$ cat src/logic/fpu_exc_pkg.sv
// Shared definitions for the fp32 exception unit
// Word layouts follow the x87 control and status words, the stack fields are not modelled
package fpu_exc_pkg;

    // ========================================
    // Exception vector bit positions
    // ========================================
    localparam int exc_invalid   = 0;
    localparam int exc_denormal  = 1;
    localparam int exc_zero_div  = 2;
    localparam int exc_overflow  = 3;
    localparam int exc_underflow = 4;
    localparam int exc_precision = 5;
    localparam int num_exc       = 6;

    // Host commands
    typedef enum logic [1:0] {
        cmd_op   = 2'd0,
        cmd_ldcw = 2'd1,
        cmd_stsw = 2'd2,
        cmd_clex = 2'd3
    } cmd_t;

    // Operations checked before execution
    typedef enum logic [1:0] {
        op_add = 2'd0,
        op_sub = 2'd1,
        op_mul = 2'd2,
        op_div = 2'd3
    } op_t;

    // Control word, raw host view or decoded fields
    typedef union packed {
        logic [15:0] raw;
        struct packed {
            logic [3:0]         reserved_hi;
            logic [1:0]         rounding_ctl;
            logic [1:0]         precision_ctl;
            logic [1:0]         reserved_lo;
            logic [num_exc-1:0] masks;
        } f;
    } control_word_u;

    // Status word, raw host view or decoded fields
    typedef union packed {
        logic [15:0] raw;
        struct packed {
            logic               busy;
            logic [6:0]         unused;
            logic               error_summary;
            logic               stack_fault;
            logic [num_exc-1:0] flags;
        } f;
    } status_word_u;

    // x87 power-up default, all exceptions masked
    localparam logic [15:0] cw_reset_value = 16'h037F;

endpackage

$ cat src/logic/fpu_exception_handler.sv
// Sticky exception latch for the six x87 exception classes
// Clear takes priority over latch when both are requested
`timescale 1ns/1ps

module fpu_exception_handler (
    input  logic                          clk,
    input  logic                          reset,
    input  logic [fpu_exc_pkg::num_exc-1:0] exception_flags,
    input  logic [fpu_exc_pkg::num_exc-1:0] masks,
    input  logic                          exception_latch,
    input  logic                          exception_clear,
    output logic [fpu_exc_pkg::num_exc-1:0] latched_exceptions,
    output logic                          int_request,
    output logic                          has_unmasked_exception
);

    // ========================================
    // Incoming flag qualification
    // ========================================

    // Flags that would trap with the masks as they are right now
    logic [fpu_exc_pkg::num_exc-1:0] new_unmasked;
    logic                            raise_int;

    assign new_unmasked = exception_flags & ~masks;
    assign raise_int    = |new_unmasked;

    // ========================================
    // Sticky latches and interrupt request
    // ========================================

    always_ff @(posedge clk) begin
        if (reset || exception_clear) begin
            // Clear also wins over a simultaneous latch
            latched_exceptions <= '0;
            int_request        <= 1'b0;
        end else if (exception_latch) begin
            // OR in, never drop a flag already seen
            latched_exceptions <= latched_exceptions | exception_flags;
            // Interrupt only from flags arriving now, not from a later unmask
            if (raise_int) begin
                int_request <= 1'b1;
            end
        end
    end

    // ========================================
    // Live summary against current masks
    // ========================================

    // Follows mask changes immediately, feeds ES in the status word
    assign has_unmasked_exception = |(latched_exceptions & ~masks);

endmodule

$ cat src/logic/fpu_operand_check.sv
// Pre-operation exception check on two fp32 operands
// Only invalid, denormal and zero-divide are detected here, no result is computed
`timescale 1ns/1ps

module fpu_operand_check (
    input  logic                    clk,
    input  logic                    reset,
    input  logic                    check_start,
    input  fpu_exc_pkg::op_t        op,
    input  logic [31:0]             a,
    input  logic [31:0]             b,
    output logic [2:0]              pre_flags
);

    // ========================================
    // Operand field decode
    // ========================================

    logic a_exp_zero, a_exp_ones, a_man_zero;
    logic b_exp_zero, b_exp_ones, b_man_zero;

    assign a_exp_zero = (a[30:23] == 8'h00);
    assign a_exp_ones = &a[30:23];
    assign a_man_zero = (a[22:0] == 23'd0);
    assign b_exp_zero = (b[30:23] == 8'h00);
    assign b_exp_ones = &b[30:23];
    assign b_man_zero = (b[22:0] == 23'd0);

    // Operand classes, anything left over is a normal number
    logic a_zero, a_den, a_inf, a_qnan, a_snan;
    logic b_zero, b_den, b_inf, b_snan;

    assign a_zero = a_exp_zero & a_man_zero;
    assign a_den  = a_exp_zero & ~a_man_zero;
    assign a_inf  = a_exp_ones & a_man_zero;
    // Quiet NaN has the top mantissa bit set
    assign a_qnan = a_exp_ones & a[22];
    assign a_snan = a_exp_ones & ~a[22] & ~a_man_zero;

    assign b_zero = b_exp_zero & b_man_zero;
    assign b_den  = b_exp_zero & ~b_man_zero;
    assign b_inf  = b_exp_ones & b_man_zero;
    assign b_snan = b_exp_ones & ~b[22] & ~b_man_zero;

    // ========================================
    // Exception rules per operation
    // ========================================

    logic invalid_form;
    logic invalid_next, denormal_next, zero_div_next;

    always_comb begin
        case (op)
            // inf + (-inf)
            fpu_exc_pkg::op_add: invalid_form = a_inf & b_inf & (a[31] != b[31]);
            // inf - inf of the same sign
            fpu_exc_pkg::op_sub: invalid_form = a_inf & b_inf & (a[31] == b[31]);
            fpu_exc_pkg::op_mul: invalid_form = (a_zero & b_inf) | (a_inf & b_zero);
            default:             invalid_form = (a_zero & b_zero) | (a_inf & b_inf);
        endcase
    end

    assign invalid_next  = a_snan | b_snan | invalid_form;
    assign denormal_next = a_den | b_den;
    // Finite nonzero dividend over zero, quiet NaNs stay silent
    assign zero_div_next = (op == fpu_exc_pkg::op_div) & b_zero & ~a_zero & ~a_inf &
                           ~a_qnan & ~a_snan;

    // Held between checks so the latch strobe sees stable flags
    always_ff @(posedge clk) begin
        if (reset) begin
            pre_flags <= '0;
        end else if (check_start) begin
            pre_flags[fpu_exc_pkg::exc_invalid]  <= invalid_next;
            pre_flags[fpu_exc_pkg::exc_denormal] <= denormal_next;
            pre_flags[fpu_exc_pkg::exc_zero_div] <= zero_div_next;
        end
    end

endmodule

$ cat src/logic/fpu_host_port.sv
// Four-phase req/ack command port, host fields must stay stable until ack is high
// A new request is ignored until the previous ack has dropped
`timescale 1ns/1ps

module fpu_host_port (
    input  logic                       clk,
    input  logic                       reset,
    input  logic                       host_req,
    input  fpu_exc_pkg::cmd_t          host_cmd,
    input  logic [15:0]                host_wdata,
    input  fpu_exc_pkg::status_word_u  status_word,
    output logic                       host_ack,
    output logic [15:0]                host_rdata,
    output logic                       check_start,
    output logic                       exception_latch,
    output logic                       exception_clear,
    output logic                       cw_load,
    output logic [15:0]                cw_wdata
);

    // ========================================
    // FSM encoding
    // ========================================

    localparam logic [1:0] st_idle    = 2'd0;
    localparam logic [1:0] st_execute = 2'd1;
    localparam logic [1:0] st_ack     = 2'd2;
    localparam logic [1:0] st_release = 2'd3;

    logic [1:0]        state;
    logic              accept;
    logic              in_execute;
    fpu_exc_pkg::cmd_t cmd_q;
    logic [15:0]       stsw_q;

    // Request taken on the first edge that sees req in idle
    assign accept     = (state == st_idle) && host_req;
    assign in_execute = (state == st_execute);

    // ========================================
    // Command strobes
    // ========================================

    // Operands are checked on the accepting edge itself
    assign check_start     = accept && (host_cmd == fpu_exc_pkg::cmd_op);
    // One cycle later the checked flags are latched
    assign exception_latch = in_execute && (cmd_q == fpu_exc_pkg::cmd_op);
    assign exception_clear = in_execute && (cmd_q == fpu_exc_pkg::cmd_clex);
    assign cw_load         = in_execute && (cmd_q == fpu_exc_pkg::cmd_ldcw);
    // Host keeps wdata stable through the whole transfer
    assign cw_wdata        = host_wdata;

    // ========================================
    // Sequencing
    // ========================================

    always_ff @(posedge clk) begin
        if (reset) begin
            state      <= st_idle;
            host_ack   <= 1'b0;
            host_rdata <= '0;
        end else begin
            case (state)
                st_idle: begin
                    if (host_req) begin
                        state <= st_execute;
                    end
                end
                st_execute: begin
                    state <= st_ack;
                end
                st_ack: begin
                    // Read data appears together with ack
                    host_ack <= 1'b1;
                    if (cmd_q == fpu_exc_pkg::cmd_stsw) begin
                        host_rdata <= stsw_q;
                    end
                    state <= st_release;
                end
                default: begin
                    // Hold ack until the host lets go of req
                    if (!host_req) begin
                        host_ack   <= 1'b0;
                        host_rdata <= '0;
                        state      <= st_idle;
                    end
                end
            endcase
        end
    end

    // Command and status snapshot, only meaningful within a transfer
    always_ff @(posedge clk) begin
        if (accept) begin
            cmd_q <= host_cmd;
        end
        if (in_execute && (cmd_q == fpu_exc_pkg::cmd_stsw)) begin
            stsw_q <= status_word.raw;
        end
    end

endmodule

$ cat src/logic/fpu_control_status.sv
// Control word register and status word assembly
// Precision and rounding control are stored only, they steer nothing here
`timescale 1ns/1ps

module fpu_control_status (
    input  logic                            clk,
    input  logic                            reset,
    input  logic                            cw_load,
    input  logic [15:0]                     cw_wdata,
    input  logic [fpu_exc_pkg::num_exc-1:0] latched_exceptions,
    input  logic                            has_unmasked_exception,
    output logic [fpu_exc_pkg::num_exc-1:0] masks,
    output fpu_exc_pkg::status_word_u       status_word
);

    // ========================================
    // Control word
    // ========================================

    fpu_exc_pkg::control_word_u control_word;

    always_ff @(posedge clk) begin
        if (reset) begin
            // All exceptions masked out of reset
            control_word.raw <= fpu_exc_pkg::cw_reset_value;
        end else if (cw_load) begin
            control_word.raw <= cw_wdata;
        end
    end

    // Mask bits in exception order
    assign masks = control_word.f.masks;

    // ========================================
    // Status word
    // ========================================

    always_comb begin
        status_word.raw             = '0;
        status_word.f.flags         = latched_exceptions;
        // No register stack, so never a stack fault
        status_word.f.stack_fault   = 1'b0;
        status_word.f.error_summary = has_unmasked_exception;
        // B mirrors ES as on later x87 parts
        status_word.f.busy          = has_unmasked_exception;
    end

endmodule

$ cat src/logic/fpu_exception_unit.sv
// Top level of the fp32 exception unit
// Overflow, underflow and precision come from an outside arithmetic core via the host
`timescale 1ns/1ps

module fpu_exception_unit (
    input  logic              clk,
    input  logic              reset,
    input  logic              host_req,
    input  fpu_exc_pkg::cmd_t host_cmd,
    input  fpu_exc_pkg::op_t  host_op,
    input  logic [31:0]       host_a,
    input  logic [31:0]       host_b,
    // Overflow in bit 0, underflow in bit 1, precision in bit 2
    input  logic [2:0]        host_post_flags,
    input  logic [15:0]       host_wdata,
    output logic              host_ack,
    output logic [15:0]       host_rdata,
    output logic              int_request
);

    // ========================================
    // Internal wiring
    // ========================================

    logic                            check_start;
    logic                            exception_latch;
    logic                            exception_clear;
    logic                            cw_load;
    logic [15:0]                     cw_wdata;
    logic [2:0]                      pre_flags;
    logic [fpu_exc_pkg::num_exc-1:0] exception_flags;
    logic [fpu_exc_pkg::num_exc-1:0] masks;
    logic [fpu_exc_pkg::num_exc-1:0] latched_exceptions;
    logic                            has_unmasked_exception;
    fpu_exc_pkg::status_word_u       status_word;

    // Pre-check flags in the low half, post-operation flags in the high half
    assign exception_flags[fpu_exc_pkg::exc_invalid]   = pre_flags[fpu_exc_pkg::exc_invalid];
    assign exception_flags[fpu_exc_pkg::exc_denormal]  = pre_flags[fpu_exc_pkg::exc_denormal];
    assign exception_flags[fpu_exc_pkg::exc_zero_div]  = pre_flags[fpu_exc_pkg::exc_zero_div];
    assign exception_flags[fpu_exc_pkg::exc_overflow]  = host_post_flags[0];
    assign exception_flags[fpu_exc_pkg::exc_underflow] = host_post_flags[1];
    assign exception_flags[fpu_exc_pkg::exc_precision] = host_post_flags[2];

    fpu_host_port i_host_port (
        .clk(clk), .reset(reset),
        .host_req(host_req), .host_cmd(host_cmd), .host_wdata(host_wdata),
        .status_word(status_word), .host_ack(host_ack), .host_rdata(host_rdata),
        .check_start(check_start), .exception_latch(exception_latch),
        .exception_clear(exception_clear), .cw_load(cw_load), .cw_wdata(cw_wdata)
    );

    fpu_operand_check i_operand_check (
        .clk(clk), .reset(reset), .check_start(check_start),
        .op(host_op), .a(host_a), .b(host_b), .pre_flags(pre_flags)
    );

    fpu_exception_handler i_exception_handler (
        .clk(clk), .reset(reset),
        .exception_flags(exception_flags), .masks(masks),
        .exception_latch(exception_latch), .exception_clear(exception_clear),
        .latched_exceptions(latched_exceptions), .int_request(int_request),
        .has_unmasked_exception(has_unmasked_exception)
    );

    fpu_control_status i_control_status (
        .clk(clk), .reset(reset), .cw_load(cw_load), .cw_wdata(cw_wdata),
        .latched_exceptions(latched_exceptions),
        .has_unmasked_exception(has_unmasked_exception),
        .masks(masks), .status_word(status_word)
    );

endmodule

$ cat config.mk
export PLATFORM = sky130hd
export DESIGN_NAME = fpu_exception_unit
export DESIGN_NICKNAME = d
export VERILOG_FILES = /design/src/logic/fpu_exc_pkg.sv /design/src/logic/fpu_exception_handler.sv /design/src/logic/fpu_operand_check.sv /design/src/logic/fpu_host_port.sv /design/src/logic/fpu_control_status.sv /design/src/logic/fpu_exception_unit.sv
export SDC_FILE = /design/constraint.sdc
export NUM_CORES = 1
export LEC_CHECK = 0
export ABC_AREA = 1
export BUFFER_PORTS_ARGS = -buffer_cell sky130_fd_sc_hd__clkbuf_2
export CAP_MARGIN = 5
export CORE_MARGIN = 1
export CORE_UTILIZATION = 35
export DETAILED_ROUTE_END_ITERATION = 7
export PLACE_DENSITY = 0.66
export SLEW_MARGIN = 30
export SYNTH_ARGS = -nofsm -noshare
export SYNTH_HDL_FRONTEND = slang
export SYNTH_SLANG_ARGS = --single-unit
$ cat constraint.sdc
create_clock -name clk -period 2.4 [get_ports clk]
set_input_delay 0.12 -clock clk [delete_from_list [all_inputs] [get_ports clk]]
set_output_delay 0.12 -clock clk [all_outputs]
set_load 0.02 [all_outputs]
After elaboration in Yosys (flattened, before gate mapping)
Cells that the tools add are included.

Flip-flop bits (word level): 44. Bits of input ports: 90.

Eq/ne operators: 14. Bitwise logic cells: 40. Mux-type cells: 9. Reduce and logical (&&, ||, !) cells: 24.

Operators with widths (number): zero test 23 bit (2); 2-to-1 mux 16 bit (2); one-hot mux 16 bit (2 select lines) (1); bitwise AND 1 bit (22); zero test 8 bit (2); AND reduction 8 bit (2); bitwise AND 6 bit (2); OR reduction 6 bit (2); equality test 2 bit (second input constant) (5); inverter 1 bit (9); zero test 2 bit (4); equality test 2 x 1 -> 1 bit (second input constant) (3); logical AND 1 bit (6); inverter 6 bit (1); OR 6 bit (1); one-hot mux 2 bit (3 select lines) (1); AND reduction 2 bit (3); OR 1 bit (5); 2-to-1 mux 2 bit (2); inequality test 2 x 1 -> 1 bit (second input constant) (2); inequality test 4 x 1 -> 1 bit (second input constant) (1); one-hot mux 1 bit (3 select lines) (1); AND reduction 3 bit (1); inequality test 2 bit (second input constant) (1); other kinds (6) (6).

Logic depth before layout (Yosys ltp)
Gate-level depths: netlist of the first run.

Depth in word-level cells: 7. Gate-level depth with buffers: 12.

Cells and area by module
Synthesis of the first run repeated with hierarchy kept, for this count alone.

Cells, all modules: 413. Area, all modules: 3026.7 um2.

By module, submodules not included: fpu_host_port (sequential area each 920.9 um2, area each 1767.9 um2, times used 1, cells each 188); fpu_operand_check (sequential area each 60.1 um2, area each 568.0 um2, times used 1, cells each 121); fpu_exception_handler (sequential area each 140.1 um2, area each 364.1 um2, times used 1, cells each 61); fpu_control_status (sequential area each 120.1 um2, area each 326.6 um2, times used 1, cells each 43).

Worst setup path after synthesis of the first run
No wires, ideal clock.

Path type: reg-to-reg. From: register i_host_port.state[0]. To: register i_host_port.host_rdata[0]. Path slack: 990 ps. Arrival: 1340 ps. Library setup time: 70 ps. Path buffers: 0. Cell stages (with the launch flop): 10. Clock period less this slack: 1410 ps. Path through: dfxtp_1 > inv_1 > ha_1 > nor2_1 > inv_1 > nor2_1 > nand2_2 > inv_2 > nand3_1 > a21oi_1.

Longest elaborated chain between the ends: 4.

RTL lines: from (decl) (RTL line fpu_host_port.sv:30) `logic [1:0] state;`; from (signal assigned) (RTL line fpu_host_port.sv:59) `state <= st_idle;`; from (signal assigned) (RTL line fpu_host_port.sv:66) `state <= st_execute;`; from (signal assigned) (RTL line fpu_host_port.sv:70) `state <= st_ack;`; equality test 2 x 1 -> 1 bit or zero test 2 bit (tied branches) (RTL line fpu_host_port.sv:63) `case (state)`; OR reduction 2 bit (no line); inverter 1 bit (no line); AND reduction 3 bit (no line); to (signal assigned) (RTL line fpu_host_port.sv:76) `host_rdata <= stsw_q;`; to (decl) (RTL line fpu_host_port.sv:13) `output logic [15:0] host_rdata,`.

Several ways; a longest one is shown, not always the timed one. A chain may end at the register's enable or synchronous reset.

Final worst setup path of the first run
From: register i_host_port.state[0]. To: register i_host_port.host_rdata[7].

The elaborated chain is that of the path after synthesis.

==> results of run 1 <==
-- metal layers --
metal	track usage [%]	wire (microns)	vias up	part of all wire (%)
met5	0	0	-	0
met4	7.69	69	0	1.8
met3	2.99	213	8	5.5
met2	26.8	1900	64	49
met1	17.4	1710	791	44
li1	-	-	1040	-
-- state kept, by name, summed over array words and instances, names as in the netlist --
signal	flops
i_host_port.host_rdata	7
i_operand_check.pre_flags	3
i_host_port.state	2
i_host_port.cmd_q	2
i_exception_handler.int_request	1
i_exception_handler.latched_exceptions	6
i_control_status.control_word	6
i_host_port.host_ack	1
i_host_port.stsw_q	7
-- synthesized netlist by cell type --
cell / n / share of area [%]
nand2_1: 73 / 14
nor2_1: 39 / 7.5
inv_1: 35 / 6.8
dfxtp_1: 26 / 27
a21oi_1: 19 / 4.9
nand3_1: 16 / 4.1
buf_4: 9 / 3.5
edfxtp_1: 9 / 14
nor2_2: 9 / 2.9
nor3_1: 5 / 1.3
ha_1: 4 / 2.6
o22ai_1: 4 / 1.3
inv_2: 3 / 0.58
o211ai_1: 3 / 1.2
o21ai_0: 3 / 0.77
nand3_2: 2 / 1.0
nor3_2: 2 / 1.0
o21ai_1: 2 / 0.52
a22oi_1: 1 / 0.39
and2_1: 1 / 0.32
buf_2: 1 / 0.26
clkbuf_8: 1 / 0.71
clkinv_1: 1 / 0.19
conb_1: 1 / 0.19
nand2_2: 1 / 0.32
nand3_4: 1 / 0.90
o2111ai_1: 1 / 0.45
o21bai_1: 1 / 0.39
o31ai_1: 1 / 0.39
or3_1: 1 / 0.32
xor2_1: 1 / 0.45
-- metrics by stage --
step           cell area [sq um]  setup WS, ns  utilization [%]  hold WS (ns)  cells
2_1_floorplan               1970         0.990                -         0.219    283
3_3_place_gp                2420         0.833             46.1         0.330    431
3_5_place_dp                2420         0.783             46.1         0.328    431
4_1_cts                     2520         0.764             48.2        0.0308    439
5_1_grt                     2520         0.526             48.2        0.0405    439
6_report                    2520         0.771             48.2        0.0402    439
-- cells by family after synthesis --
kind of cell | count (synthesis)
and+or+nand+nor | 150
other | 1
buffers and inverters | 50
adders and majority gates | 4
xor gates and xnor gates | 1
AOI/OAI and AO/OA | 35
DFF | 35
-- power groups by stage --
stage          logic, uW  registers, uW  clock network, uW
3_5_place_dp         463            741                  0
5_1_grt              542            738                551
6_report             458            727                507
4_1_cts              465            728                525
3_3_place_gp         455            738                  0
2_1_floorplan        326            743                  0
-- area by class of cell --
cell class / instances / area (sq um) / share of cell area (%)
Tap cell: 70 / 87.6 / 3.47
Multi-Input combinational cell: 198 / 946 / 37.5
Inverter: 39 / 146 / 5.80
Timing Repair Buffer: 89 / 445 / 17.6
Sequential cell: 35 / 791 / 31.3
Clock buffer: 5 / 68.8 / 2.73
Clock inverter: 3 / 38.8 / 1.54
-- how the worst max path moves through the flow --
stage,slack [ns],endpoint,start,cells past startpoint
final,0.77,i_host_port.host_rdata[7],i_host_port.state[0],9
after global placement,0.83,i_host_port.host_rdata[5],i_host_port.state[0],9
after global routing,0.53,i_host_port.host_rdata[5],i_host_port.state[0],9
after floorplan,0.99,i_host_port.host_rdata[0],i_host_port.state[0],9
after detailed placement,0.78,i_host_port.host_rdata[7],i_host_port.state[0],9
after CTS,0.76,i_host_port.host_rdata[7],i_host_port.state[0],9
-- cells in the final DEF (no fill, tap or decap), types with 4 or more instances in the layout --
cell,count
conb_1,8
inv_1,35
nor2_2,9
o22ai_1,4
a21oi_1,19
dfxtp_1,26
nor2_1,39
nor3_1,5
nand2_1,73
edfxtp_1,9
ha_1,4
nand3_1,16
clkbuf_2,89
clkbuf_8,5
==> reports/metrics.csv, run 1 <==
metric,value,unit
status,"finished, final reports clean",
setup_viol,0,
drtPass1Iterations,5,
ys_warn_count,0,
ir_drop,0.309,mV
antenna_cells,0,
cts_tree,done,
drc_errors,0,
placementRows,26,
worstHoldStart,host_cmd[0],
drtIter0Drc,51,
seq_power_share,42.9,%
antenna_found_initial,0,
rr_worst_depth,9,
dp_hpwl,3290,microns
grt_pass1_wl,7200,microns
holdBufCountCts,0,
coreArea,5240,sq um
cpPeakStageDelay,0.38,ns
skew,0.00642,ns
grt_max_degree,12,
cp_top_family,simple AND/OR/NAND/NOR gates,
ant_nets,0,
crit_buf_inv,3,
grt_util_all_layers,15.2,%
initial_core_util,37.1,%
total_power,1690,uW
seq_area_frac_synth,40.7,%
synth_cell_types,31,
numCtsBuffers,5,
crit_path_max_fanout,8,
reg2reg_to,i_host_port.host_rdata[7],
cp_slowest_cell,dfxtp_1,
clock.fmax,0.614,GHz
wire_per_inst,8.87,microns
fill_cells,571,
via_per_inst,4.33,
reg2reg_from,i_host_port.state[0],
synth_compound_area_share,10.2,%
die_w,76.5,microns
setup.worst_path.end_class,register,
synth_fa_ha_area_share,2.58,%
wirelength,3890,microns
synth-simple-area-share,33.9,%
netSwitchingFraction,31.8,%
ios,108,
worstPathArrival,1.84,ns
worstHoldPathType,input port to register,
syn_inst,276,
switchingPower,539,uW
clkSlewWorstSetupHoldPaths,0.07,ns
critPathKind,register to register,
drv_slew,0,
grt_pass1_vias,1839,
hold_viol,0,
fin_crit,1.63,ns
leakagePower,0.00121,uW
cts_sinks,35,
htreeDepth,2,
areaGrowthSynthToFinish,29.9,%
clkPwrFrac,30.0,%
die_area,5850,sq um
drv_cap,0,
grt_setup_unrepaired,false,
synth_top_family_by_area,simple AND/OR/NAND/NOR gates,
avgSynthCellArea,7.04,sq um
drive_gt1_share,30.9,%
gp_congestion,0.835,
portBuffers,89,
synthMuxAreaShare,0,%
clk_path_buf_depth,2,
synth_xor_area_share,0.451,%
hold_path_depth,1,
grt_overflow_total,0,
cts_resized,0,
crit_required,2.61,ns
post-cts-setup-buffers,0,
p_comb_share,27.1,%
worst-r2r-setup-slack,0.77,ns
holdPathEnd,i_host_port.cmd_q[0],
clk_latency,0.29,ns
cp-start-kind,register,
period_share,67.9,%
finalNetCount,462,
finalSetupTns,0,ns
vias,1903,
crit_chain,inv_1 > ha_1 > nor2_1 > inv_1 > nor2_1 > nand2_2 > inv_2 > nand3_1 > a21oi_1,
synth_area,1940,sq um
die_y,76.5,microns
clockRootBuffer,clkbuf_8,
intPower,1150,uW
synth_seq_cells,35,
powerDensity,671,nW/um^2
Power figures use the tool's default switching activity.
==> run 2, diff against run 1 <==
ABC_AREA = 0   (was 1)
PLACE_DENSITY = 0.67   (was 0.66)
clock period = 1.51 ns   (was 2.4 ns; I/O delays follow)
==> reports/metrics.csv, run 2 <==
metric,value,unit
cts_tree,done,
powerDensity,1170,nW/um^2
drtIter0Drc,68,
synth_top_area_cell,dfxtp_1,
ant_nets,0,
antenna_found_initial,0,
drc_errors,0,
drv_cap,0,
clock.fmax,0.701,GHz
wire_per_inst,11.6,microns
numCtsBuffers,5,
cts_sinks,35,
synth_top_family_by_area,simple AND/OR/NAND/NOR gates,
via_per_inst,4.78,
synth_commonest_cells,"31 x nor2_1, 26 x dfxtp_1, 21 x a21oi_1",
status,"finished, final reports clean",
worstPathArrival,1.65,ns
async_flop_share,0,%
coreArea,4850,sq um
grt_util_all_layers,17.1,%
clkSlewWorstSetupHoldPaths,0.08,ns
grt_pass1_wl,7170,microns
tightest_slew,0.513,ns
ir_drop,0.415,mV
reg2reg_to,i_host_port.host_rdata[3],
ys_warn_count,0,
placementRows,25,
synth_compound_area_share,17.1,%
cp-start-kind,register,
clockRootBuffer,clkbuf_8,
gp_congestion,0.814,
leakagePower,0.00116,uW
grt_max_degree,25,
fill_cells,456,
portBuffers,89,
final_common_cell,clkbuf_2,
seq_area_frac_synth,43.7,%
antenna_cells,0,
ios,108,
reg2reg_from,i_host_port.state[0],
synth_top_area_share,28.7,%
skew,0.00995,ns
finalNetCount,409,
htreeDepth,2,
synth-simple-area-share,26.5,%
rr_worst_depth,7,
worst-r2r-setup-slack,0.08,ns
largestRegisters,"i_host_port.host_rdata: 7 flops, i_host_port.stsw_q: 7 flops",
crit_required,1.73,ns
clk_path_buf_depth,2,
grt_overflow_total,0,
ys.flop_type,dfxtp_1,
worstHoldPathType,input port to register,
syn_inst,208,
drv_slew,0,
relSlewSlack,65.8,%
clk_latency,0.29,ns
synth.most_common_cell,nor2_1,
synth_seq_cells,35,
synth_edf_count,9,
critPathKind,register to register,
synthMuxAreaShare,1.11,%
die_area,5460,sq um
endpoint,i_host_port.host_rdata[3],
grt_pass1_vias,1701,
wirelength,4420,microns
die_w,73.9,microns
areaGrowthSynthToFinish,44.3,%
worst_slack,0.0835,ns
synth_area,1810,sq um
synth_xor_area_share,0.968,%
pre_cts_slack,0.00815,ns
drive_gt1_share,43.0,%
cp-startpoint,i_host_port.state[0],
vias,1829,
fin_crit,1.43,ns
period_share,94.5,%
setup.worst_path.end_class,register,
synth_area_leaders,"dfxtp_1 29%, edfxtp_1 15%, nor2_1 6.4%",
layout_common_cells,"89 x clkbuf_2, 28 x nor2_1, 24 x dfxtp_1",
initial_core_util,37.3,%
avgSynthCellArea,8.70,sq um
setup_viol,0,
hold_viol,0,
finalSetupTns,0,ns
die_y,73.9,microns
drtPass1Iterations,4,
crit_path_max_fanout,5,
synth_fa_ha_area_share,2.76,%
dp_hpwl,3420,microns
synth_cell_types,39,
-- run 2: changes by cell type in the layout (fill, tap and decap cells not counted), sizes merged, moves of 5 or more --
cell,change
nor4,+14
nand2,-58
o21ai,-5
dlygate4sd3,+5
nand4,+5
inv,-25
buf,+13
nor2,-17
nand3,-13
a22oi,+8
-- run 2: through the flow --
stage,utilization [%],cells,hold slack (ns),power (uW),area [sq um]
floorplan,-,215,0.170,1680,1840
global placement,48.8,369,0.273,2000,2370
detailed placement,48.8,369,0.271,2020,2370
CTS,52.3,382,0.00947,2880,2530
global route,53.9,383,0.0180,3240,2610
finish,53.9,383,0.0111,3060,2610
-- run 2: repair_timing --
action,CTS,global route
setup buffers,0,1
gates cloned,0,0
resized for setup,2,20
endpoints found under the setup margin,4,24
hold buffers,5,0
endpoints found under the hold margin,5,0
-- run 2: worst min-delay path by stage --
stage	end	startpoint	depth (start not counted)
finish	i_control_status.control_word[1]	host_wdata[1]	3
global route	i_control_status.control_word[1]	host_wdata[1]	3
CTS	i_control_status.control_word[2]	host_wdata[2]	3
detailed placement	i_host_port.cmd_q[1]	host_cmd[1]	1
global placement	i_host_port.cmd_q[0]	host_cmd[0]	1
floorplan	i_control_status.control_word[0]	reset	1
-- run 2: logic make-up (layout without fill, tap and decap cells) --
family / after synthesis / after routing
multiplexers: 2 / 2
flip-flops: 35 / 35
buffers and inverters: 27 / 128
adder cells (fa/ha/maj): 4 / 4
AO/OA/AOI/OAI: 46 / 46
other: 1 / 8
AND/OR/NAND/NOR: 91 / 91
XOR/XNOR: 2 / 2
-- run 2: routing by layer --
metal	up-vias	routed length [microns]	global-route usage, %
li1	949	-	-
met3	8	265	3.98
met4	0	61	6.41
met5	-	0	0
met2	69	2310	32.2
met1	803	1780	18.5
-- run 2: report_power, final --
part	internal (uW)	switching [uW]
clock network	491	354
logic	496	548
registers	1090	77.2
-- run 2: layout make-up --
| class | count | area [sq um] | area share (%) |
|---|---|---|---|
| multi-input cells | 153 | 981 | 37.5 |
| clock buffers | 5 | 68.8 | 2.63 |
| flip-flops and latches | 35 | 793 | 30.4 |
| well taps | 67 | 83.8 | 3.21 |
| clock inverters | 3 | 43.8 | 1.68 |
| repair buffers | 107 | 593 | 22.7 |
| inverters | 13 | 48.8 | 1.87 |
-- run 2: critical path, cell delays in order (launching register included) --
cell and delay, ns:
dfxtp_2 0.36, inv_2 0.09, ha_2 0.24, nor2b_2 0.08, a21oi_2 0.15, and2_1 0.20
nand3_1 0.10, a21oi_1 0.14
